==> src/logic/debug_settings.svh <==
// debug port settings
`ifndef DEBUG_SETTINGS_SVH
`define DEBUG_SETTINGS_SVH

`default_nettype none

// uart bit period in clocks, short for simulation
`define DBG_CLKS_PER_BIT 8

`define DBG_ADDR_BITS 10            // 1k bytes of debug ram

// command byte codes
`define DBG_CMD_NOP       8'd0
`define DBG_CMD_ECHO      8'd1      // cmd, value
`define DBG_CMD_MEM_WRITE 8'd2      // cmd, addr hi/lo, count hi/lo, data
`define DBG_CMD_MEM_READ  8'd3      // cmd, addr hi/lo, count hi/lo

`default_nettype wire

`endif

==> src/logic/debug_pkg.sv <==
// debug port types

`default_nettype none

package debug_pkg;

    // one byte on a serial stream, valid qualifies data
    typedef struct packed {
        logic       valid;
        logic [7:0] data;
    } byte_stream_t;

    // single-cycle memory request
    typedef struct packed {
        logic        en;
        logic        write;     // 1 = write, 0 = read
        logic [15:0] addr;      // memory decodes only the low bits
        logic [7:0]  wdata;
    } mem_req_t;

endpackage

`default_nettype wire

==> src/logic/uart_rx.sv <==
// uart receiver, 8N1

`timescale 1ns/1ps
`include "debug_settings.svh"
`default_nettype none

module uart_rx (
    input  logic                    i_clk,
    input  logic                    i_reset_n,
    input  logic                    i_rx,
    output debug_pkg::byte_stream_t o_byte
);

    localparam int CPB = `DBG_CLKS_PER_BIT;
    localparam int CW  = $clog2(CPB);

    localparam logic [1:0] S_IDLE  = 2'd0;
    localparam logic [1:0] S_START = 2'd1;
    localparam logic [1:0] S_DATA  = 2'd2;
    localparam logic [1:0] S_STOP  = 2'd3;

    logic          rx_meta;
    logic          rx_sync;
    logic [1:0]    state;
    logic [CW-1:0] cnt;
    logic [2:0]    bit_idx;
    logic [7:0]    shift;
    logic          rx_valid;
    logic          bit_end;
    logic          start_mid;

    assign bit_end   = (cnt == CW'(CPB - 1));
    assign start_mid = (cnt == CW'(CPB / 2 - 1));

    assign o_byte = '{valid: rx_valid, data: shift};

    always_ff @(posedge i_clk or negedge i_reset_n) begin
        if (!i_reset_n) begin
            rx_meta  <= 1'b1;               // idle line is high
            rx_sync  <= 1'b1;
            state    <= S_IDLE;
            cnt      <= '0;
            bit_idx  <= '0;
            rx_valid <= 1'b0;
        end else begin
            rx_meta  <= i_rx;
            rx_sync  <= rx_meta;
            rx_valid <= 1'b0;
            case (state)
                S_IDLE: begin
                    cnt     <= '0;
                    bit_idx <= '0;
                    if (!rx_sync) begin
                        state <= S_START;
                    end
                end
                S_START: begin
                    if (start_mid) begin
                        cnt   <= '0;
                        // glitch if the line is already back high
                        state <= rx_sync ? S_IDLE : S_DATA;
                    end else begin
                        cnt <= cnt + 1'b1;
                    end
                end
                S_DATA: begin
                    if (bit_end) begin
                        cnt     <= '0;
                        bit_idx <= bit_idx + 3'd1;
                        if (bit_idx == 3'd7) begin
                            state <= S_STOP;
                        end
                    end else begin
                        cnt <= cnt + 1'b1;
                    end
                end
                default: begin
                    if (bit_end) begin
                        state    <= S_IDLE;
                        rx_valid <= rx_sync;    // framing error drops the byte
                    end else begin
                        cnt <= cnt + 1'b1;
                    end
                end
            endcase
        end
    end

    // lsb first
    always_ff @(posedge i_clk) begin
        if (state == S_DATA && bit_end) begin
            shift <= {rx_sync, shift[7:1]};
        end
    end

    a_valid_pulse: assert property (@(posedge i_clk) disable iff (!i_reset_n)
        o_byte.valid |=> !o_byte.valid);

endmodule

`default_nettype wire

==> config.mk <==
export PLATFORM = sky130hd
export DESIGN_NAME = uart_rx
export DESIGN_NICKNAME = d
export VERILOG_FILES = /design/src/logic/debug_pkg.sv /design/src/logic/uart_rx.sv
export VERILOG_INCLUDE_DIRS = /design/src /design/src/logic
export SDC_FILE = /design/constraint.sdc
export NUM_CORES = 1
export LEC_CHECK = 0
export ABC_CLOCK_PERIOD_IN_PS = 2900
export BUFFER_PORTS_ARGS = -buffer_cell sky130_fd_sc_hd__buf_2
export CAP_MARGIN = 20
export CORE_MARGIN = 5
export CORE_UTILIZATION = 55
export DETAILED_ROUTE_END_ITERATION = 12
export PLACE_DENSITY_LB_ADDON = 0.15
export SKIP_CTS_REPAIR_TIMING = 1
export SYNTH_ARGS = -nofsm -noshare
export SYNTH_HDL_FRONTEND = slang
export SYNTH_SLANG_ARGS = --single-unit
==> constraint.sdc <==
create_clock -name i_clk -period 2.9 [get_ports i_clk]
set_input_delay 0.58 -clock i_clk [delete_from_list [all_inputs] [get_ports i_clk]]
set_output_delay 0.58 -clock i_clk [all_outputs]
set_load 0.1 [all_outputs]
==> flow_summary.yaml <==
outcome:
  status: "finished, final reports clean"
power:
  pwr-share-clk_pct: 15.2
  comb_power_share_pct: 33.5
  p_leak_uw: 0.000402
  p_sw_uw: 325
  powerDensity_mw_per_mm2: 936
  power_switching_share_pct: 38.3
  power.total_uw: 849
  seqPwrFrac_pct: 51.4
  vdd.ir_drop.worst_uv: 482
  p_int_uw: 524
die:
  initial_utilization_pct: 56.9
  die_y_um: 49.0
  core_mm2: 0.00147
  die_area_mm2: 0.00240
  ios: 12
  num_rows: 14
  die_x_um: 49.0
synth:
  synth_area_leader_cell: "edfxtp_1"
  synth-seq-cells: 19
  synth_area_leaders: "edfxtp_1 29%, dfrtp_1 27%, ha_1 7.5%"
  yosys.cell_types.count: 26
  async_reset_ff_share_pct: 57.9
  ys.flop_type: "dfrtp_1"
  avgSynthCellArea_um2: 12.9
  netlist_instances: 65
  syn_nets: 73
  syn-cell-area_um2: 837
  synth_top_cell_area_share_pct: 28.7
  seq_area_frac_synth_pct: 61.9
  yosys_warnings: 0
  synth_edf_count: 8
route:
  final_antenna_net_count: 0
  drtPass1Iterations: 4
  drtIter0Drc: 16
  post_drt_wl_per_cell_um: 15.6
  drt-vias-per-instance: 5.93
  vias: 540
  remaining_drc_errors: 0
  drt-total-wl_um: 1420
timing:
  finalSetupViolCount: 0
  final_max_slew_viol_count: 0
  relSlewSlack_pct: 67.1
  finalSetupTns_ns: 0
  max_freq_mhz: 562
  fin_worst_skew_ns: 0.00132
  fin_crit_sh_pct: 61.4
  timing.final.ws_setup_ns: 1.12
  final.min_clock_period_ns: 1.78
  rsz0062_at_grt: "false"
  finalHoldViolations: 0
  worst_pin_slew_ns: 0.493
critical_path:
  setup.worst_path.class: "flop to flop"
  worstPathCellList: "ha_1 > and3b_1 > and2_1"
  cpPeakStageDelay_ns: 0.44
  arrival_ns: 1.75
  cp-start-kind: "flop"
  cp.required_ns: 2.87
  worstPathMaxFanout: 11
  cp-end-kind: "flop"
  slowest_stage: "dfrtp_1"
place:
  dp_slack_ns: 1.11
  finalWeightedCongestion: 0.790
  dp.final_hpwl_um: 1010
  port_buffers: 11
clock_tree:
  cts_root_buf: "clkbuf_4"
  cts_tree: "built"
  cts.clk_slew.worst_paths_ns: 0.10
  cts_buffers: 3
  cts.sinks: 19
  ctsLongestPathBuffers: 2
  clk-insertion-delay-late_ns: 0.29
  htree_levels: 1
hold_path:
  worst_hold_path_type: "input pin to async pin"
final_layout:
  final_nets: 84
  drive_above_1_share_pct: 25.3
  antenna_cells: 0
  syn_to_final_growth_pct: 8.37
global_routing:
  track_usage_pct: 13.8
  grt_pass1_wl_um: 2560
  grt_max_degree: 17
  overflow: 0
  antenna_found_initial: 0
  first_global_vias: 525
job:
  max-cap-violations: 0
stage by stage:
step                util [%]  instances  cell area (µm²)  hold slack, ns
global placement        59.8         87              880           0.350
floorplan                  -         65              837           0.284
detailed placement      59.8         87              880           0.351
CTS                     61.6         91              907           0.139
global route            61.6         91              907           0.132
finish                  61.6         91              907           0.137
cells by family (layout without fill, tap and decap cells):
| family | Yosys count | after routing | share of synthesized area, % |
|---|---|---|---|
| buffers and inverters | 8 | 18 | 5.23 |
| muxes | 1 | 1 | 1.20 |
| and+or+nand+nor | 13 | 13 | 8.67 |
| xor gates and xnor gates | 1 | 1 | 1.05 |
| AOI/OAI and AO/OA | 18 | 18 | 14.5 |
| DFF | 19 | 19 | 61.9 |
| adders and majority gates | 5 | 5 | 7.47 |
power groups by stage:
stage	clock network, µW	registers, µW	logic [µW]
finish	129	436	284
global route	149	450	326
CTS	133	433	286
detailed placement	0	438	282
global placement	0	435	275
floorplan	0	407	271
flip-flops by register name, summed over array words and instances (netlist names):
name and flops:
rx_valid 1, rx_meta 1, cnt 3, bit_idx 3, rx_sync 1, state 2
shift 8
cell usage after synthesis, types with 3 or more instances:
cell and n:
a21oi_1 3, o21ai_0 3, a22o_1 4, buf_4 3
nand2_1 3, ha_1 5, edfxtp_1 8, a31oi_1 4
inv_1 3, dfrtp_1 9
per-layer routing:
layer	part of all wire, %	track usage [%]	up-vias
li1	-	-	258
met1	41	18.9	261
met2	51	20.4	19
met3	6.5	3.67	2
met4	0.56	5.83	0
met5	0	0	-
worst paths after layout:
path / startpoint / to / slack (ns) / depth (start not counted)
setup / recovery: cnt[0] / shift[0] / 1.12 / 3
hold / removal: i_reset_n / cnt[1] / 0.14 / 1
setup reg to reg: cnt[0] / shift[0] / 1.12 / 3
hold reg to reg: rx_meta / rx_sync / 0.36 / 0
max in group asynchronous: i_reset_n / rx_meta / 2.50 / 1
min in group i_clk: rx_meta / rx_sync / 0.36 / 0
final cells by class:
type,count,area [µm²]
Clock buffer,3,22.5
Clock inverter,1,5.00
Fill cell,130,564
Inverter,3,11.3
Multi-Input combinational cell,38,275
Sequential cell,19,518
Tap cell,16,20.0
Timing Repair Buffer,11,55.1
placed cells by master (no fill, tap or decap):
cell type / Yosys / routed
edfxtp_1: 8 / 8
and3_1: 1 / 1
nor2_1: 2 / 2
and2_1: 1 / 1
buf_2: 2 / 11
o22ai_1: 1 / 1
ha_1: 5 / 5
mux2i_1: 1 / 1
o221ai_1: 1 / 1
and2_4: 1 / 1
a21oi_1: 3 / 3
clkbuf_4: 0 / 3
xnor2_1: 1 / 1
a31oi_1: 4 / 4
a21boi_0: 1 / 1
nor2b_1: 2 / 2
dfrtp_1: 9 / 9
a311oi_1: 1 / 1
dfstp_2: 2 / 2
nand2_2: 1 / 1
and3b_1: 1 / 1
a22o_1: 4 / 4
inv_1: 3 / 3
nor3_1: 1 / 1
o21ai_0: 3 / 3
clkinv_2: 0 / 1
nand2_1: 3 / 3
worst max-delay path: cells and delay by family (launching register included):
kind          cells  cell delay [ns]
fa+ha+maj         1             0.39
flops             1             0.44
simple gates      2             0.63
(Power assumes the default switching activity.)
