$ cat src/logic/debug_settings.svh
// debug port settings
`ifndef DEBUG_SETTINGS_SVH
`define DEBUG_SETTINGS_SVH

`default_nettype none

// uart bit period in clocks, short for simulation
`define DBG_CLKS_PER_BIT 8

`define DBG_ADDR_BITS 10            // 1k bytes of debug ram

// command byte codes
`define DBG_CMD_NOP       8'd0
`define DBG_CMD_ECHO      8'd1      // cmd, value
`define DBG_CMD_MEM_WRITE 8'd2      // cmd, addr hi/lo, count hi/lo, data
`define DBG_CMD_MEM_READ  8'd3      // cmd, addr hi/lo, count hi/lo

`default_nettype wire

`endif

$ cat src/logic/debug_pkg.sv
// debug port types

`default_nettype none

package debug_pkg;

    // one byte on a serial stream, valid qualifies data
    typedef struct packed {
        logic       valid;
        logic [7:0] data;
    } byte_stream_t;

    // single-cycle memory request
    typedef struct packed {
        logic        en;
        logic        write;     // 1 = write, 0 = read
        logic [15:0] addr;      // memory decodes only the low bits
        logic [7:0]  wdata;
    } mem_req_t;

endpackage

`default_nettype wire

$ cat src/logic/uart_tx.sv
// uart transmitter, 8N1

`timescale 1ns/1ps
`include "debug_settings.svh"
`default_nettype none

module uart_tx (
    input  logic                    i_clk,
    input  logic                    i_reset_n,
    input  debug_pkg::byte_stream_t i_byte,
    output logic                    o_ready,
    output logic                    o_tx
);

    localparam int CPB = `DBG_CLKS_PER_BIT;
    localparam int CW  = $clog2(CPB);

    logic          busy;
    logic          tx_line;
    logic [CW-1:0] cnt;
    logic [3:0]    bit_cnt;
    logic [8:0]    frame;          // data bits then stop bit
    logic          accept;
    logic          bit_end;

    assign o_ready = !busy;
    assign o_tx    = tx_line;
    assign accept  = i_byte.valid && !busy;
    assign bit_end = (cnt == CW'(CPB - 1));

    always_ff @(posedge i_clk or negedge i_reset_n) begin
        if (!i_reset_n) begin
            busy    <= 1'b0;
            tx_line <= 1'b1;
            cnt     <= '0;
            bit_cnt <= '0;
        end else if (accept) begin
            busy    <= 1'b1;
            tx_line <= 1'b0;        // start bit
            cnt     <= '0;
            bit_cnt <= '0;
        end else if (busy) begin
            if (bit_end) begin
                cnt <= '0;
                if (bit_cnt == 4'd9) begin
                    busy <= 1'b0;   // stop bit done, line already high
                end else begin
                    tx_line <= frame[0];
                    bit_cnt <= bit_cnt + 4'd1;
                end
            end else begin
                cnt <= cnt + 1'b1;
            end
        end
    end

    always_ff @(posedge i_clk) begin
        if (accept) begin
            frame <= {1'b1, i_byte.data};
        end else if (busy && bit_end) begin
            frame <= {1'b1, frame[8:1]};
        end
    end

    // idle line must always be high
    a_idle_high: assert property (@(posedge i_clk) disable iff (!i_reset_n)
        o_ready |-> o_tx);

endmodule

`default_nettype wire

$ cat config.mk
export PLATFORM = sky130hd
export DESIGN_NAME = uart_tx
export DESIGN_NICKNAME = d
export VERILOG_FILES = /design/src/logic/debug_pkg.sv /design/src/logic/uart_tx.sv
export VERILOG_INCLUDE_DIRS = /design/src /design/src/logic
export SDC_FILE = /design/constraint.sdc
export NUM_CORES = 1
export LEC_CHECK = 0
export ABC_AREA = 1
export ABC_CLOCK_PERIOD_IN_PS = 2000
export CAP_MARGIN = 40
export CELL_PAD_IN_SITES_DETAIL_PLACEMENT = 1
export CELL_PAD_IN_SITES_GLOBAL_PLACEMENT = 2
export CORE_UTILIZATION = 35
export DETAILED_ROUTE_END_ITERATION = 6
export DONT_BUFFER_PORTS = 1
export PLACE_DENSITY = 0.79
export SLEW_MARGIN = 5
export SYNTH_ARGS = -nofsm -noshare
export SYNTH_HDL_FRONTEND = slang
export SYNTH_SLANG_ARGS = --single-unit
export TNS_END_PERCENT = 50
$ cat constraint.sdc
create_clock -name i_clk -period 2 [get_ports i_clk]
set_clock_uncertainty 0.1 [all_clocks]
set_input_delay 0.2 -clock i_clk [delete_from_list [all_inputs] [get_ports i_clk]]
set_output_delay 0.2 -clock i_clk [all_outputs]
set_load 0.005 [all_outputs]
==> out/summary.txt, run 1 <==
Final wirelength: 1.57 mm
# port buffers: 0
Area of the die: 2630 um^2
Largest net degree at the start of global routing: 16
Clock root cell: clkbuf_4
Commonest non-fill, non-tap cell in the layout: nand2_1
GP Congestion: 0.676
CP Class: flop to flop
DP HPWL: 1.08 mm
Setup TNS: 0 ns
Final cell count without fillers: 128
Max-slew violations: 0
Outcome: finished clean
Worst Setup Slack, final: 0.399 ns
Clk_lat worst skew: 0.30 ns
Detail-routed via count per cell: 4.75
Max Clk Rate: 625 MHz
Placed insts: 114
Mapped cell area: 851 um^2
CP max FO: 8
Syn nets: 102
Maximum capacitance violations: 0
Reg clk slew, reported paths: 0.11 ns
Area grow syn2layout: 16.8%
Die width: 51.3 um
Nets: 116
Drc violations: 0
Resize count post-CTS: 0
Worst slew pin tran: 0.449 ns
Leak: 0.460 nW
Seq/Total Area, Yosys: 54.9%
Layout cells sized above 1: 18.0%
Slew headroom: 69.9%
Pwr dens: 1170 nW/um^2
VDD IR max: 0.576 mV
Post-synthesis register bit count: 17
Avg Inst Size Synth: 9.78 um^2
CP arrival: 1.49 ns
Initial core utilization: 37.7%
Vias in the first global route: 634
Most frequent cells in the layout: 30 x nand2_1, 10 x dlygate4sd3_1, 9 x nor2_1, 8 x dfrtp_1, 8 x edfxtp_1
Final period util: 80.0%
Final min period: 1.60 ns
Ports: 13
CTS tree: built
First-iteration detailed-routing DRC count: 2
Antenna-violating nets left: 0
DRT Pass-1 Iters: 2
Num rows: 17
Post-Syn Instances: 87
RSZ-0062 raised after global routing: no
YS warnings: 0
Worst hold path type: input pin to flop
Post-CTS setup buffer count: 0
CP startpoint kind: flop
Setup violators final: 0
First-pass GRT wire length: 2.84 mm
Initial antenna violation count: 0
Clock net sink count: 17
Ant diodes: 0
GRT overflow: 0
Clock buffer depth: 2
Setup Slack @ Placement: 0.415 ns
H-tree Lvls: 1
Yosys cell types: 20
Die H: 51.3 um
Worst Path Required: 1.89 ns
Crit path capture type: flop
CTS Buf Count: 3
WHS: 0.0423 ns
Final Hold Violating Endpoints: 0
Core Region: 2250 um^2
Mean routed wirelength per cell: 12.3 um
Total power: 1.16 mW
Via count: 608
Gr usage total: 15.2%
## what timing repair did
item | 4_1_cts | 5_1_grt
endpoints found under the setup margin | 0 | 0
endpoints found under the hold margin | 20 | 0
hold buffers | 10 | 0
## flip-flops by register name, summed over array words and instances (netlist names)
signal   flops
frame        8
busy         1
cnt          3
o_tx         1
bit_cnt      4
## cells in the mapped netlist, drive strengths merged
| master | number | area share [%] |
|---|---|---|
| dfrtp | 8 | 24 |
| or2 | 2 | 1.8 |
| o21ai | 2 | 2.1 |
| a21oi | 3 | 1.8 |
| buf | 1 | 2.4 |
| nor2 | 10 | 4.7 |
| inv | 6 | 2.6 |
| edfxtp | 8 | 28 |
| nand2 | 34 | 17 |
| dfstp | 1 | 3.1 |
| nand3 | 6 | 5.0 |
| ha | 4 | 5.9 |
| clkinv | 1 | 1.0 |
| a22o | 1 | 1.2 |
## stage by stage
step	instance area, um^2	util [%]
floorplan	851	-
global placement	866	38.4
detailed placement	866	38.4
CTS	993	44.1
global route	993	44.1
finish	993	44.1
## worst paths after layout
check	slack [ns]	endpoint	from	cells past startpoint
worst max-delay path	0.40	frame[0]	cnt[0]	4
worst min-delay path	0.04	o_tx	i_byte[8]	3
worst max register to register	0.40	frame[0]	cnt[0]	4
worst min register to register	0.40	cnt[0]	cnt[0]	1
max in group asynchronous	1.28	o_tx	i_reset_n	1
min in group asynchronous	0.17	bit_cnt[3]	i_reset_n	1
## layout make-up
| type | instances | area, um^2 |
|---|---|---|
| Fill cell | 278 | 1260 |
| Clock inverter | 1 | 5.00 |
| Timing Repair Buffer | 10 | 100 |
| Clock buffer | 3 | 22.5 |
| Multi-Input combinational cell | 62 | 333 |
| Inverter | 7 | 31.3 |
| Tap cell | 28 | 35.0 |
| Sequential cell | 17 | 467 |
## layer usage
layer	track usage (%)	up-vias	part of all wire (%)
li1	-	309	-
met1	19.6	284	46
met2	23.2	13	48
met3	6.55	2	5.0
met4	4.05	0	0.76
met5	0	-	0
## power by group
part	internal, mW	switching [mW]
Clock	0.0745	0.112
Sequential	0.507	0.0869
Combinational	0.175	0.202
Total	0.756	0.401
## logic make-up after synthesis
kind of cell | share of synthesized area, %
buf+inv | 6.03
flops | 54.9
compound gates | 5.00
simple gates | 28.2
fa+ha+maj | 5.88
## critical path, stage by stage, from the launching register on
cell	delay, ns
dfrtp_1	0.43
ha_1	0.21
ha_1	0.20
nand2_2	0.13
nand2_1	0.23
Power figures use the tool's default switching activity.
==> run 2: changes to the inputs <==
--- a/config.mk
+++ b/config.mk
@@ -7,14 +7,14 @@
 export NUM_CORES = 1
 export LEC_CHECK = 0
 export ABC_AREA = 1
-export ABC_CLOCK_PERIOD_IN_PS = 2000
+export ABC_CLOCK_PERIOD_IN_PS = 1400
 export CAP_MARGIN = 40
 export CELL_PAD_IN_SITES_DETAIL_PLACEMENT = 1
 export CELL_PAD_IN_SITES_GLOBAL_PLACEMENT = 2
-export CORE_UTILIZATION = 35
+export CORE_UTILIZATION = 33
 export DETAILED_ROUTE_END_ITERATION = 6
 export DONT_BUFFER_PORTS = 1
-export PLACE_DENSITY = 0.79
+export PLACE_DENSITY = 0.78
 export SLEW_MARGIN = 5
 export SYNTH_ARGS = -nofsm -noshare
 export SYNTH_HDL_FRONTEND = slang
==> constraint.sdc (replaced) <==
create_clock -name i_clk -period 1.4 [get_ports i_clk]
set_clock_uncertainty 0.1 [all_clocks]
set_input_delay 0.14 -clock i_clk [delete_from_list [all_inputs] [get_ports i_clk]]
set_output_delay 0.14 -clock i_clk [all_outputs]
set_load 0.005 [all_outputs]
==> run 2 against run 1 <==
  * Global-route usage fell by 1.7 points
  * Utilization fell by 1.0 points
  * Via count rose by 1.3%
  * Final cell count increased by 3.1%
  * Register-to-register slack got worse by 0.34 ns
  * Critical path type unchanged
  * Critical endpoint is now bit_cnt[3]
==> out/summary.txt, run 2 (synthesis gave the netlist of run 1 again) <==
WP buf/inv: 0 (unchanged)
Clock net sink count: 17 (unchanged)
Final core occ: 43.0% (-1.0 points)
Most flops, register: frame
First-pass GRT wire length: 2.66 mm (-6.3%)
Ports: 13 (unchanged)
Setup violators final: 0 (unchanged)
Worst-path cell chain: ha_2 -> ha_4 -> nand2_4 -> nor2_2 -> nand2_1 -> nand2_1 -> nor2_2
GP Congestion: 0.682 (+0.89%)
DP HPWL: 1.17 mm (+7.8%)
Via count: 616 (+1.3%)
Outcome: finished clean
CP Class: flop to flop
Initial core utilization: 34.7% (-3.1 points)
Total power: 1.79 mW (+55%)
Worst R2R Setup Slack: 0.06 ns (-0.34 ns)
Cells on worst reg2reg path: 7 (+3)
CP top delay family: simple AND/OR/NAND/NOR gates
CP max FO: 4 (-4)
Multi-input gate area: 375 um^2 (+13%)
Final min period: 1.34 ns (-0.257 ns)
Worst reg2reg path startpoint: cnt[1]
Layout cells sized above 1: 26.5% (+8.5 points)
Ant diodes: 0 (unchanged)
Die width: 52.8 um (+2.9%)
Worst hold path type: input pin to asynchronous set/reset pin
Slowest cell on crit path: dfrtp_1
Pwr dens: 1700 nW/um^2 (+46%)
VDD IR max: 0.668 mV (+16%)
Gr usage total: 13.5% (-1.7 points)
CP startpoint kind: flop
Crit path capture type: flop
Clock buffer depth: 2 (unchanged)
Largest register FFs: 8 (unchanged)
Placed cell areas: 886 um^2 (+2.3%)
Largest net degree at the start of global routing: 16 (unchanged)
Vias in the first global route: 578 (-8.8%)
Leak: 0.471 nW (+2.4%)
# port buffers: 0 (unchanged)
Most frequent cells in the layout: 29 x nand2_1, 10 x dlygate4sd3_1, 8 x nor2_1, 8 x dfrtp_1, 8 x edfxtp_1
Detail-routed via count per cell: 4.67 (-1.8%)
CTS tree: built
Num rows: 18 (+1)
Top Registers: frame: 8 flops, bit_cnt: 4 flops, cnt: 3 flops
CP arrival: 1.43 ns (-0.06 ns)
Clock root cell: clkbuf_4
Commonest non-fill, non-tap cell in the layout: nand2_1
Area grow syn2layout: 24.1%
Final Instance Area: 1060 um^2 (+6.3%)
R2r endpoint: bit_cnt[3]
Layout fillers: 281 (+1.1%)
H-tree Lvls: 1 (unchanged)
WP depth: 7 (+3)
Critical Path Max Stage Delay: 0.37 ns (-0.06 ns)
Clk_lat worst skew: 0.29 ns (about the same)
Max-slew violations: 0 (unchanged)
Register area: 467 um^2 (unchanged)
CTS Buf Count: 3 (unchanged)
Worst Path Required: 1.49 ns (-0.40 ns)
DRT Pass-1 Iters: 4 (+2)
Initial antenna violation count: 0 (unchanged)
Nets: 118 (+1.7%)
Area of the die: 2790 um^2 (+5.8%)
Antenna-violating nets left: 0 (unchanged)
Mean routed wirelength per cell: 12.9 um (+5.2%)
RSZ-0062 raised after global routing: no
Worst slew pin tran: 0.421 ns (-0.0288 ns)
Core Region: 2450 um^2 (+8.9%)
Final period util: 96.0% (+16 points)
Final Hold Violating Endpoints: 0 (unchanged)
Final wirelength: 1.70 mm (+8.5%)
Max Clk Rate: 744 MHz (+19%)
First-iteration detailed-routing DRC count: 7 (+5)
Reg clk slew, reported paths: 0.10 ns (about the same)
Slew headroom: 71.9% (+1.9 points)
Die H: 52.8 um (+2.9%)
Drc violations: 0 (unchanged)
CP startpoint: cnt[1]
Maximum capacitance violations: 0 (unchanged)
GRT overflow: 0 (unchanged)
-- run 2: report_power, final --
part	total (mW)	internal (mW)	switching [mW]
registers	0.852	0.724	0.129
clock network	0.266	0.106	0.160
logic	0.674	0.320	0.354
-- run 2: worst max path at each step --
stage / endpoint / slack, ns
3_3_place_gp: frame[6] / -0.02
2_1_floorplan: frame[0] / 0.009
4_1_cts: bit_cnt[2] / 0.008
3_5_place_dp: frame[7] / -0.05
5_1_grt: bit_cnt[3] / 0.0008
6_report: bit_cnt[3] / 0.06
-- run 2: cell type report --
type	count	share of cell area, %
Clock buffer	3	2.13
Inverter	7	3.20
Sequential cell	17	44.2
Tap cell	30	3.55
Timing Repair Buffer	12	10.9
Clock inverter	1	0.474
Multi-Input combinational cell	62	35.5
-- run 2: repair_timing --
action | 4_1_cts | 5_1_grt
gates resized for setup | 5 | 5
endpoints found under the hold margin | 21 | 0
pin swaps | 1 | 3
endpoints found under the setup margin | 12 | 13
hold buffers | 10 | 0
buffers inserted | 0 | 0
-- run 2: per-stage QoR --
step | setup WS [ns] | hold slack, ns | setup TNS (ns) | std cells
after floorplan | 0.00852 | -0.256 | 0 | 87
after global placement | -0.0156 | -0.255 | -0.124 | 118
after detailed placement | -0.0542 | -0.255 | -0.526 | 118
after CTS | 0.00800 | 0.119 | 0 | 132
after global routing | 0.000822 | 0.131 | 0 | 132
final | 0.0562 | 0.104 | 0 | 132
-- run 2: per-layer routing --
metal / global-route usage (%) / vias to the layer above / wire (um)
met5: 0 / - / 0
met4: 7.89 / 0 / 35
met3: 1.74 / 5 / 38
met2: 19.2 / 9 / 857
met1: 19.3 / 295 / 771
li1: - / 307 / -
-- run 2: worst register-to-register path: stages, from the launching register on --
cell and delay, ns:
dfrtp_1 0.37, ha_2 0.19, ha_4 0.14, nand2_4 0.09, nor2_2 0.16, nand2_1 0.08, nand2_1 0.07, nor2_2 0.04
