### config.mk
export PLATFORM = sky130hd
export DESIGN_NAME = debug_cmd_parser
export DESIGN_NICKNAME = d
export VERILOG_FILES = /design/src/logic/debug_pkg.sv /design/src/logic/debug_cmd_parser.sv
export VERILOG_INCLUDE_DIRS = /design/src /design/src/logic
export SDC_FILE = /design/constraint.sdc
export NUM_CORES = 1
export LEC_CHECK = 0
export ABC_CLOCK_PERIOD_IN_PS = 8600
export BUFFER_PORTS_ARGS = -buffer_cell sky130_fd_sc_hd__buf_2
export CAP_MARGIN = 20
export CORE_MARGIN = 5
export CORE_UTILIZATION = 41
export CTS_BUF_LIST = sky130_fd_sc_hd__clkbuf_16
export CTS_CLUSTER_SIZE = 10
export DETAILED_ROUTE_END_ITERATION = 6
export GPL_ROUTABILITY_DRIVEN = 0
export GPL_TIMING_DRIVEN = 0
export PLACE_DENSITY = 0.64
export SYNTH_ARGS = -nofsm -noshare
export SYNTH_HDL_FRONTEND = slang
export SYNTH_SLANG_ARGS = --single-unit
export TNS_END_PERCENT = 10
### constraint.sdc
create_clock -name i_clk -period 8.6 [get_ports i_clk]
set_input_delay 1.72 -clock i_clk [delete_from_list [all_inputs] [get_ports i_clk]]
set_output_delay 1.72 -clock i_clk [all_outputs]
set_load 0.1 [all_outputs]
### src/logic/debug_settings.svh
// debug port settings
`ifndef DEBUG_SETTINGS_SVH
`define DEBUG_SETTINGS_SVH

`default_nettype none

// uart bit period in clocks, short for simulation
`define DBG_CLKS_PER_BIT 8

`define DBG_ADDR_BITS 10            // 1k bytes of debug ram

// command byte codes
`define DBG_CMD_NOP       8'd0
`define DBG_CMD_ECHO      8'd1      // cmd, value
`define DBG_CMD_MEM_WRITE 8'd2      // cmd, addr hi/lo, count hi/lo, data
`define DBG_CMD_MEM_READ  8'd3      // cmd, addr hi/lo, count hi/lo

`default_nettype wire

`endif

### src/logic/debug_pkg.sv
// debug port types

`default_nettype none

package debug_pkg;

    // one byte on a serial stream, valid qualifies data
    typedef struct packed {
        logic       valid;
        logic [7:0] data;
    } byte_stream_t;

    // single-cycle memory request
    typedef struct packed {
        logic        en;
        logic        write;     // 1 = write, 0 = read
        logic [15:0] addr;      // memory decodes only the low bits
        logic [7:0]  wdata;
    } mem_req_t;

endpackage

`default_nettype wire

### src/logic/debug_cmd_parser.sv
// debug command parser

`timescale 1ns/1ps
`include "debug_settings.svh"
`default_nettype none

module debug_cmd_parser (
    input  logic                    i_clk,
    input  logic                    i_reset_n,
    input  debug_pkg::byte_stream_t i_rx,
    output debug_pkg::byte_stream_t o_tx,
    input  logic                    i_tx_ready,
    output debug_pkg::mem_req_t     o_mem,
    input  logic [7:0]              i_mem_rdata,
    output logic [7:0]              o_cmd,
    output logic [15:0]             o_cmd_bytes_remaining
);

    logic [7:0]  cmd;
    logic [15:0] remaining;
    logic [2:0]  byte_idx;          // saturates at 4, the first data byte
    logic [15:0] addr;
    logic        tx_valid;
    logic [7:0]  tx_data;
    logic        mem_en;
    logic        mem_write;
    logic [7:0]  mem_wdata;
    logic        rd_active;         // read-out phase of MEM_READ
    logic        rd_capture;        // read data arrives this cycle
    logic        new_cmd;
    logic        cmd_byte;
    logic        tx_done;
    logic        rd_issue;
    logic        is_write;
    logic        is_read;
    logic [15:0] hdr_total;

    assign is_write = (cmd == `DBG_CMD_MEM_WRITE);
    assign is_read  = (cmd == `DBG_CMD_MEM_READ);

    assign new_cmd  = i_rx.valid && (remaining == 16'd0);
    // bytes during read-out are dropped
    assign cmd_byte = i_rx.valid && (remaining != 16'd0) && !rd_active;
    assign tx_done  = tx_valid && i_tx_ready;
    assign rd_issue = rd_active && !mem_en && !rd_capture && !tx_valid;

    // count bytes fold into the remaining total
    assign hdr_total = remaining - 16'd1 +
                       ((byte_idx == 3'd2) ? {i_rx.data, 8'h00} : {8'h00, i_rx.data});

    assign o_tx  = '{valid: tx_valid, data: tx_data};
    assign o_mem = '{en: mem_en, write: mem_write, addr: addr, wdata: mem_wdata};

    assign o_cmd                 = cmd;
    assign o_cmd_bytes_remaining = remaining;

    always_ff @(posedge i_clk or negedge i_reset_n) begin
        if (!i_reset_n) begin
            cmd        <= `DBG_CMD_NOP;
            remaining  <= '0;
            byte_idx   <= '0;
            tx_valid   <= 1'b0;
            mem_en     <= 1'b0;
            mem_write  <= 1'b0;
            rd_active  <= 1'b0;
            rd_capture <= 1'b0;
        end else begin
            mem_en     <= 1'b0;
            rd_capture <= mem_en && !mem_write;

            if (tx_done) begin
                tx_valid <= 1'b0;
            end
            if (rd_capture) begin
                tx_valid <= 1'b1;       // offer read byte
            end

            // one read byte handed over
            if (rd_active && tx_done) begin
                remaining <= remaining - 16'd1;
                if (remaining == 16'd1) begin
                    rd_active <= 1'b0;
                end
            end
            if (rd_issue) begin
                mem_en    <= 1'b1;
                mem_write <= 1'b0;
            end

            if (new_cmd) begin
                cmd      <= i_rx.data;
                byte_idx <= '0;
                case (i_rx.data)
                    `DBG_CMD_ECHO: remaining <= 16'd1;
                    `DBG_CMD_MEM_WRITE,
                    `DBG_CMD_MEM_READ: remaining <= 16'd4;      // header only for now
                    default: remaining <= 16'd0;                // unknown acts as nop
                endcase
            end else if (cmd_byte) begin
                remaining <= remaining - 16'd1;
                if (byte_idx != 3'd4) begin
                    byte_idx <= byte_idx + 3'd1;
                end
                if (cmd == `DBG_CMD_ECHO) begin
                    tx_valid <= 1'b1;
                end else if (is_write || is_read) begin
                    case (byte_idx)
                        3'd2: remaining <= hdr_total;           // count hi
                        3'd3: begin
                            remaining <= hdr_total;             // count lo
                            rd_active <= is_read && (hdr_total != 16'd0);
                        end
                        3'd4: begin
                            mem_en    <= is_write;
                            mem_write <= 1'b1;
                        end
                        default: ;
                    endcase
                end
            end else if (remaining == 16'd0) begin
                cmd <= `DBG_CMD_NOP;
            end
        end
    end

    always_ff @(posedge i_clk) begin
        if (cmd_byte && (is_write || is_read) && byte_idx == 3'd0) begin
            addr[15:8] <= i_rx.data;
        end else if (cmd_byte && (is_write || is_read) && byte_idx == 3'd1) begin
            addr[7:0] <= i_rx.data;
        end else if ((mem_en && mem_write) || (rd_active && tx_done)) begin
            addr <= addr + 16'd1;       // next address after each data byte
        end

        if (rd_capture) begin
            tx_data <= i_mem_rdata;
        end else if (cmd_byte && cmd == `DBG_CMD_ECHO) begin
            tx_data <= i_rx.data;
        end

        if (cmd_byte && is_write) begin
            mem_wdata <= i_rx.data;
        end
    end

    // reply byte held until the transmitter takes it
    a_tx_hold: assert property (@(posedge i_clk) disable iff (!i_reset_n)
        o_tx.valid && !i_tx_ready |=> o_tx.valid && $stable(o_tx.data));

    a_no_req_on_capture: assert property (@(posedge i_clk) disable iff (!i_reset_n)
        rd_capture |-> !o_mem.en);

endmodule

`default_nettype wire

==> results of run 1 <==
==> routing by layer <==
layer  vias to the layer above  GRT usage  share of wire
met4                         0     0.0751          0.016
met1                      1875      0.264           0.43
li1                       1888          -              -
met2                       118      0.307           0.47
met3                        17     0.0305          0.082
met5                         -          0              0
==> area by class of cell <==
cell class,instances,area (µm²),share of cell area
clock buffer,9,225,0.0419
sequential,64,1760,0.327
timing repair buffer,80,400,0.0744
multi-input combinational,370,2550,0.474
buffer,18,121,0.0226
tap,140,175,0.0326
inverter,22,82.6,0.0153
clock inverter,7,63.8,0.0119
==> critical path, cell delays in order <==
cell and delay, ns:
buf_2 0.22, nor2b_1 0.16, ha_1 0.17, inv_1 0.05
fa_1 0.41, nor2b_1 0.18, o31a_1 0.20, o21ai_1 0.17
a211oi_2 0.33, o221ai_2 0.20, xnor2_1 0.26, nand2_1 0.15
xor2_1 0.18, a32o_1 0.21
==> registers in the layout (all words and copies together) (netlist names) <==
register / count
addr: 16
o_cmd_bytes_remaining: 16
mem_wdata: 8
o_cmd: 8
tx_data: 8
byte_idx: 3
mem_en: 1
mem_write: 1
rd_active: 1
rd_capture: 1
tx_valid: 1
==> cell families after synthesis <==
family | count (synthesis) | synth area share
adder cells (fa/ha/maj) | 24 | 0.0683
AO/OA/AOI/OAI | 118 | 0.167
AND/OR/NAND/NOR | 169 | 0.199
multiplexers | 8 | 0.0200
buffers and inverters | 40 | 0.0452
XOR/XNOR | 51 | 0.110
flip-flops | 64 | 0.391
==> cells in the final DEF, fill, tap and decap left out, drive strengths merged, types with 3 or more instances in the layout <==
cell type   n
buf        87
a41oi       3
edfxtp     32
nand4       5
o21bai      3
a31oi       4
nand3      19
nor4        8
xnor2      22
inv        23
nand2      51
xor2       26
clkinv      4
dfrtp      32
clkbuf     20
nor3       12
o22ai       4
and3        7
xnor3       3
or4         4
o21ai      44
nor2b      10
mux2        8
a21oi      35
a21o        4
nor2       34
ha         23
and2        5
o21a        3
==> path summary, 6_finish.rpt <==
kind,from,to,slack [ns],cells after the start
max,i_rx[0],o_cmd_bytes_remaining[12],4.18,14
min,mem_write,rd_capture,0.47,1
max reg2reg,o_cmd_bytes_remaining[0],rd_active,4.55,15
min reg2reg,mem_write,rd_capture,0.47,1
max in group asynchronous,i_reset_n,o_cmd[0],6.64,1
min in group asynchronous,i_reset_n,o_cmd_bytes_remaining[10],1.46,1
==> stage by stage <==
stage / area, µm² / instances
finish: 5380 / 710
global route: 5380 / 710
CTS: 5370 / 708
detailed placement: 5080 / 692
global placement: 5070 / 692
floorplan: 4510 / 474
==> impl_metrics.ini, run 1 <==
[floorplanning]
io_pins = 79
dieArea_um2 = 13200
row_count = 38
die_width_um = 115
die_h_um = 115
core_um2 = 10800
initial_core_util = 0.418

[yosys]
yosysWarningCount = 0
ys_ff_latch = 64
syn-num-nets = 518
yosysSeqAreaShare = 0.391
synth.distinct_cells = 71
synth_area_um2 = 4510
synth_top_area_frac = 0.213
synth_area_leaders = edfxtp_1 (21%), dfrtp_1 (18%), ha_1 (6.4%), xor2_1 (4.9%), xnor2_1 (4.3%)
synth_enable_flop_cells = 32
synthFlopType = edfxtp_1
syn_area_per_cell_um2 = 9.51
ys_async_sr_fraction = 0.500
yosysMostFrequentCell = nand2_1
yosys-top-cells-count = nand2_1 (50), a21oi_1 (34), nor2_1 (33), dfrtp_1 (32), edfxtp_1 (32)
yosys.area.top_type = edfxtp_1
synth_cells = 474

[route]
drc_errors = 0
wl_per_cell_um = 17.7
routed-via-count = 3898
routed_wl_um = 12600
first_iter_violations = 399
via_per_inst = 5.49
detail-route-antenna-nets = 0
firstDrtPassIters = 4

[global_routing]
grt_max_degree = 33
grt_overflow = 0
grt_pass1_vias = 3755
grt_pass1_wl_um = 19700
antenna_found_initial = 0
track_usage = 0.193

[clocking]
postCtsHoldBufs = 0
clock_latency_ns = 0.33
postCtsSetupRepairBufs = 0
cts_tree = yes
clkSinkCount = 64
cts_resized = 0
cts_root_buf = clkbuf_16
cts_made_buffers = 9
clkTransAtPathRegs_ns = 0.06
cts_buffer_depth = 2
cts_htree_levels = 3

[critical_path]
critPathMaxFanout = 8
crit_arrival_ns = 4.63
required_ns = 8.82
cp-end-kind = register
path_class = primary input to register
critPathLaunchType = primary input

[sta]
slew_headroom = 0.298
whs_ns = 0.470
skew_ns = 0.00518
finalHoldViolCount = 0
tightest_slew_ns = 1.05
slew_viol_final = 0
min_period_ns = 4.42
fmax_mhz = 226
period_share = 0.514
setup_tns_ns = 0
setup_viol = 0
finalWorstSetupSlack_ns = 4.18
rsz0062_at_grt = false

[placement]
port_buffers = 78
place_ws_ns = 3.87
dpl.hpwl_um = 9340

[layout]
fin_util = 0.498
drive_gt1_frac = 0.237
n_antenna_cell = 0
area_growth_pct = 19.3
nets = 609
fill_cells = 1029

[flow_run]
drv_cap = 0

[status]
status = completed

[min_path]
min_path_type = register to register
Power of run 1 is left out: the tool's default activity adds up to more than one toggle a clock period on the data nets, which glitch-free logic cannot reach.
==> run 2: changes to the inputs <==
--- a/config.mk
+++ b/config.mk
@@ -6,7 +6,8 @@
 export SDC_FILE = /design/constraint.sdc
 export NUM_CORES = 1
 export LEC_CHECK = 0
-export ABC_CLOCK_PERIOD_IN_PS = 8600
+export ABC_AREA = 1
+export ABC_CLOCK_PERIOD_IN_PS = 4200
 export BUFFER_PORTS_ARGS = -buffer_cell sky130_fd_sc_hd__buf_2
 export CAP_MARGIN = 20
 export CORE_MARGIN = 5
@@ -16,7 +17,7 @@
 export DETAILED_ROUTE_END_ITERATION = 6
 export GPL_ROUTABILITY_DRIVEN = 0
 export GPL_TIMING_DRIVEN = 0
-export PLACE_DENSITY = 0.64
+export PLACE_DENSITY = 0.63
 export SYNTH_ARGS = -nofsm -noshare
 export SYNTH_HDL_FRONTEND = slang
 export SYNTH_SLANG_ARGS = --single-unit
==> constraint.sdc (replaced) <==
create_clock -name i_clk -period 4.2 [get_ports i_clk]
set_input_delay 0.84 -clock i_clk [delete_from_list [all_inputs] [get_ports i_clk]]
set_output_delay 0.84 -clock i_clk [all_outputs]
set_load 0.1 [all_outputs]
==> run 2 against run 1 <==
Compared with the run above:
- sequential cell count unchanged
- highest routed layer unchanged
- critical path depth up 12
- via count grew 15%
- area after synthesis increased by 5.0%
- routed wire length rose by 8.7%
- non-clock buffer count fell by 9
- global-route usage up 0.38 points
- sequential share of layout area fell by 1.5 points
- worst setup slack worse by 3.4 ns
- count of clock-buffer cells in the layout unchanged
- design area increased by 4.7%
- hold slack better by 0.022 ns
==> impl_metrics.ini, run 2 <==
[status]
status = completed

[floorplanning]
initial_core_util = 0.417
die_h_um = 117
io_pins = 79
row_count = 39
die_width_um = 117
dieArea_um2 = 13800
core_um2 = 11400

[route]
routed_wl_um = 13700
route.met3.wl_um = 933
firstDrtPassIters = 5
dr_wl_met2_um = 6360
wl_met1_um = 6190
highest_layer = met4
via_per_inst = 5.22
routed-via-count = 4472
first_iter_violations = 388
detail-route-antenna-nets = 0
wl_per_cell_um = 16.0
drc_errors = 0

[yosys]
synth_area_leaders = edfxtp_1 (20%), dfrtp_1 (17%), nand2_1 (11%), inv_1 (6.4%), ha_1 (6.1%)
synth_top_area_frac = 0.203
ys_async_sr_fraction = 0.500
synth_cells = 618
synth_area_um2 = 4740
synth_enable_flop_cells = 32
synthFlopType = edfxtp_1
ys_ff_latch = 64
yosysWarningCount = 0
yosysMostFrequentCell = nand2_1
syn-num-nets = 662
yosys.area.top_type = edfxtp_1
synth.distinct_cells = 47
yosys-top-cells-count = nand2_1 (138), inv_1 (81), nor2_1 (57), o21ai_0 (56), nand3_1 (48)
yosysSeqAreaShare = 0.372
syn_area_per_cell_um2 = 7.67

[power_and_ir_drop]
leakagePower_nw = 2.75
power.internal_mw = 1.84
p_clk_frac = 0.208
ir_drop_uv = 569
netSwitchingFraction = 0.534
p_sw_mw = 2.11
p_per_area_nw_per_um2 = 701
pwr-share-seq = 0.224
p_comb_frac = 0.568

[clocking]
cts_root_buf = clkbuf_16
cts_htree_levels = 3
cts_tree = yes
cts_buffer_depth = 2
cts_made_buffers = 9
clkTransAtPathRegs_ns = 0.06
clkSinkCount = 64
postCtsSetupRepairBufs = 0
clock_latency_ns = 0.34
cts_resized = 0
postCtsHoldBufs = 0

[placement]
port_buffers = 78
postPlaceCellArea_um2 = 5310
dpl.hpwl_um = 10400

[sta]
tightest_slew_ns = 0.840
setup_viol = 0
finalHoldViolCount = 0
min_period_ns = 3.44
fmax_mhz = 291
period_share = 0.818
slew_headroom = 0.438
skew_ns = 0.0135
slew_viol_final = 0
setup_tns_ns = 0
rsz0062_at_grt = false

[global_routing]
grt_pass1_wl_um = 22000
grt_pass1_vias = 4365
track_usage = 0.197
antenna_found_initial = 0
grt_overflow = 0
grt_max_degree = 33

[min_path]
hold_start = mem_write
hold_depth = 1
min_path_type = register to register
hold_path_end = rd_capture

[layout]
fill_cells = 1114
multi_input_area_um2 = 2580
drive_gt1_frac = 0.210
fin_area_um2 = 5630
seq_area_um2 = 1760
layout_common_cells = nand2_1 (138), inv_1 (81), buf_2 (80)
area_growth_pct = 18.9
final_common_cell = nand2_1
nets = 752
n_antenna_cell = 0

[critical_path]
critPathLaunchType = register
r2r-start = byte_idx[0]
crit_arrival_ns = 3.66
r2r_slack_ns = 0.76
required_ns = 4.43
critPathMaxFanout = 10
cp-end-kind = register
cp_slowest_cell = fa_1
path_class = register to register
r2r-end = rd_active
r2r_cells = 26
slowest_delay_ns = 0.40
cpMostUsedCell = nand2_1

[flow_run]
drv_cap = 0
[run 2: per-stage QoR]
stage	worst slack [ns]	power (mW)	hold WS, ns	cells	util
2_1_floorplan	0.784	2.68	0.446	618	-
3_3_place_gp	0.785	3.08	0.481	839	0.467
3_5_place_dp	0.723	3.12	0.484	840	0.467
4_1_cts	0.776	3.95	0.492	856	0.495
5_1_grt	0.357	4.22	0.527	856	0.495
6_report	0.763	3.95	0.492	856	0.495
[run 2: cell families after synthesis]
group / share of synthesized area
AOI/OAI and AO/OA: 0.110
adders and majority gates: 0.0650
DFF: 0.372
buffers and inverters: 0.0835
xor gates and xnor gates: 0.0407
and+or+nand+nor: 0.327
muxes: 0.00211
[run 2: how the worst max path moves through the flow]
| stage | from | endpoint | slack, ns |
|---|---|---|---|
| 2_1_floorplan | o_cmd_bytes_remaining[0] | rd_active | 0.78 |
| 3_3_place_gp | i_rx[0] | rd_active | 0.79 |
| 3_5_place_dp | i_rx[0] | rd_active | 0.72 |
| 4_1_cts | byte_idx[0] | rd_active | 0.78 |
| 5_1_grt | byte_idx[0] | rd_active | 0.36 |
| 6_report | byte_idx[0] | rd_active | 0.76 |
[run 2: critical path: cells and delay by family (launching register included)]
| kind | cells | cell delay (ns) |
|---|---|---|
| simple gates | 19 | 1.71 |
| fa+ha+maj | 3 | 0.81 |
| buf+inv | 4 | 0.43 |
| flops | 1 | 0.37 |
[run 2: per-layer routing]
layer | vias to the layer above | GRT usage
met5 | - | 0
met1 | 2077 | 0.263
met3 | 16 | 0.0394
met2 | 157 | 0.326
met4 | 0 | 0.0509
li1 | 2222 | -
[run 2: power by group through the flow]
stage / sequential [mW] / combinational [mW] / clock [mW]
2_1_floorplan: 1.49 / 1.19 / 0
3_3_place_gp: 0.891 / 2.19 / 0
3_5_place_dp: 0.897 / 2.22 / 0
4_1_cts: 0.886 / 2.24 / 0.828
5_1_grt: 0.903 / 2.47 / 0.850
6_report: 0.886 / 2.24 / 0.820
[run 2: layout make-up]
cell class                 count  share of cell area
clock buffer                   9              0.0400
timing repair buffer          79              0.0702
buffer                        10              0.0109
clock inverter                 7              0.0171
multi-input combinational    455               0.458
sequential                    64               0.313
inverter                      89              0.0593
tap                          143              0.0318
Power figures use the tool's default switching activity.
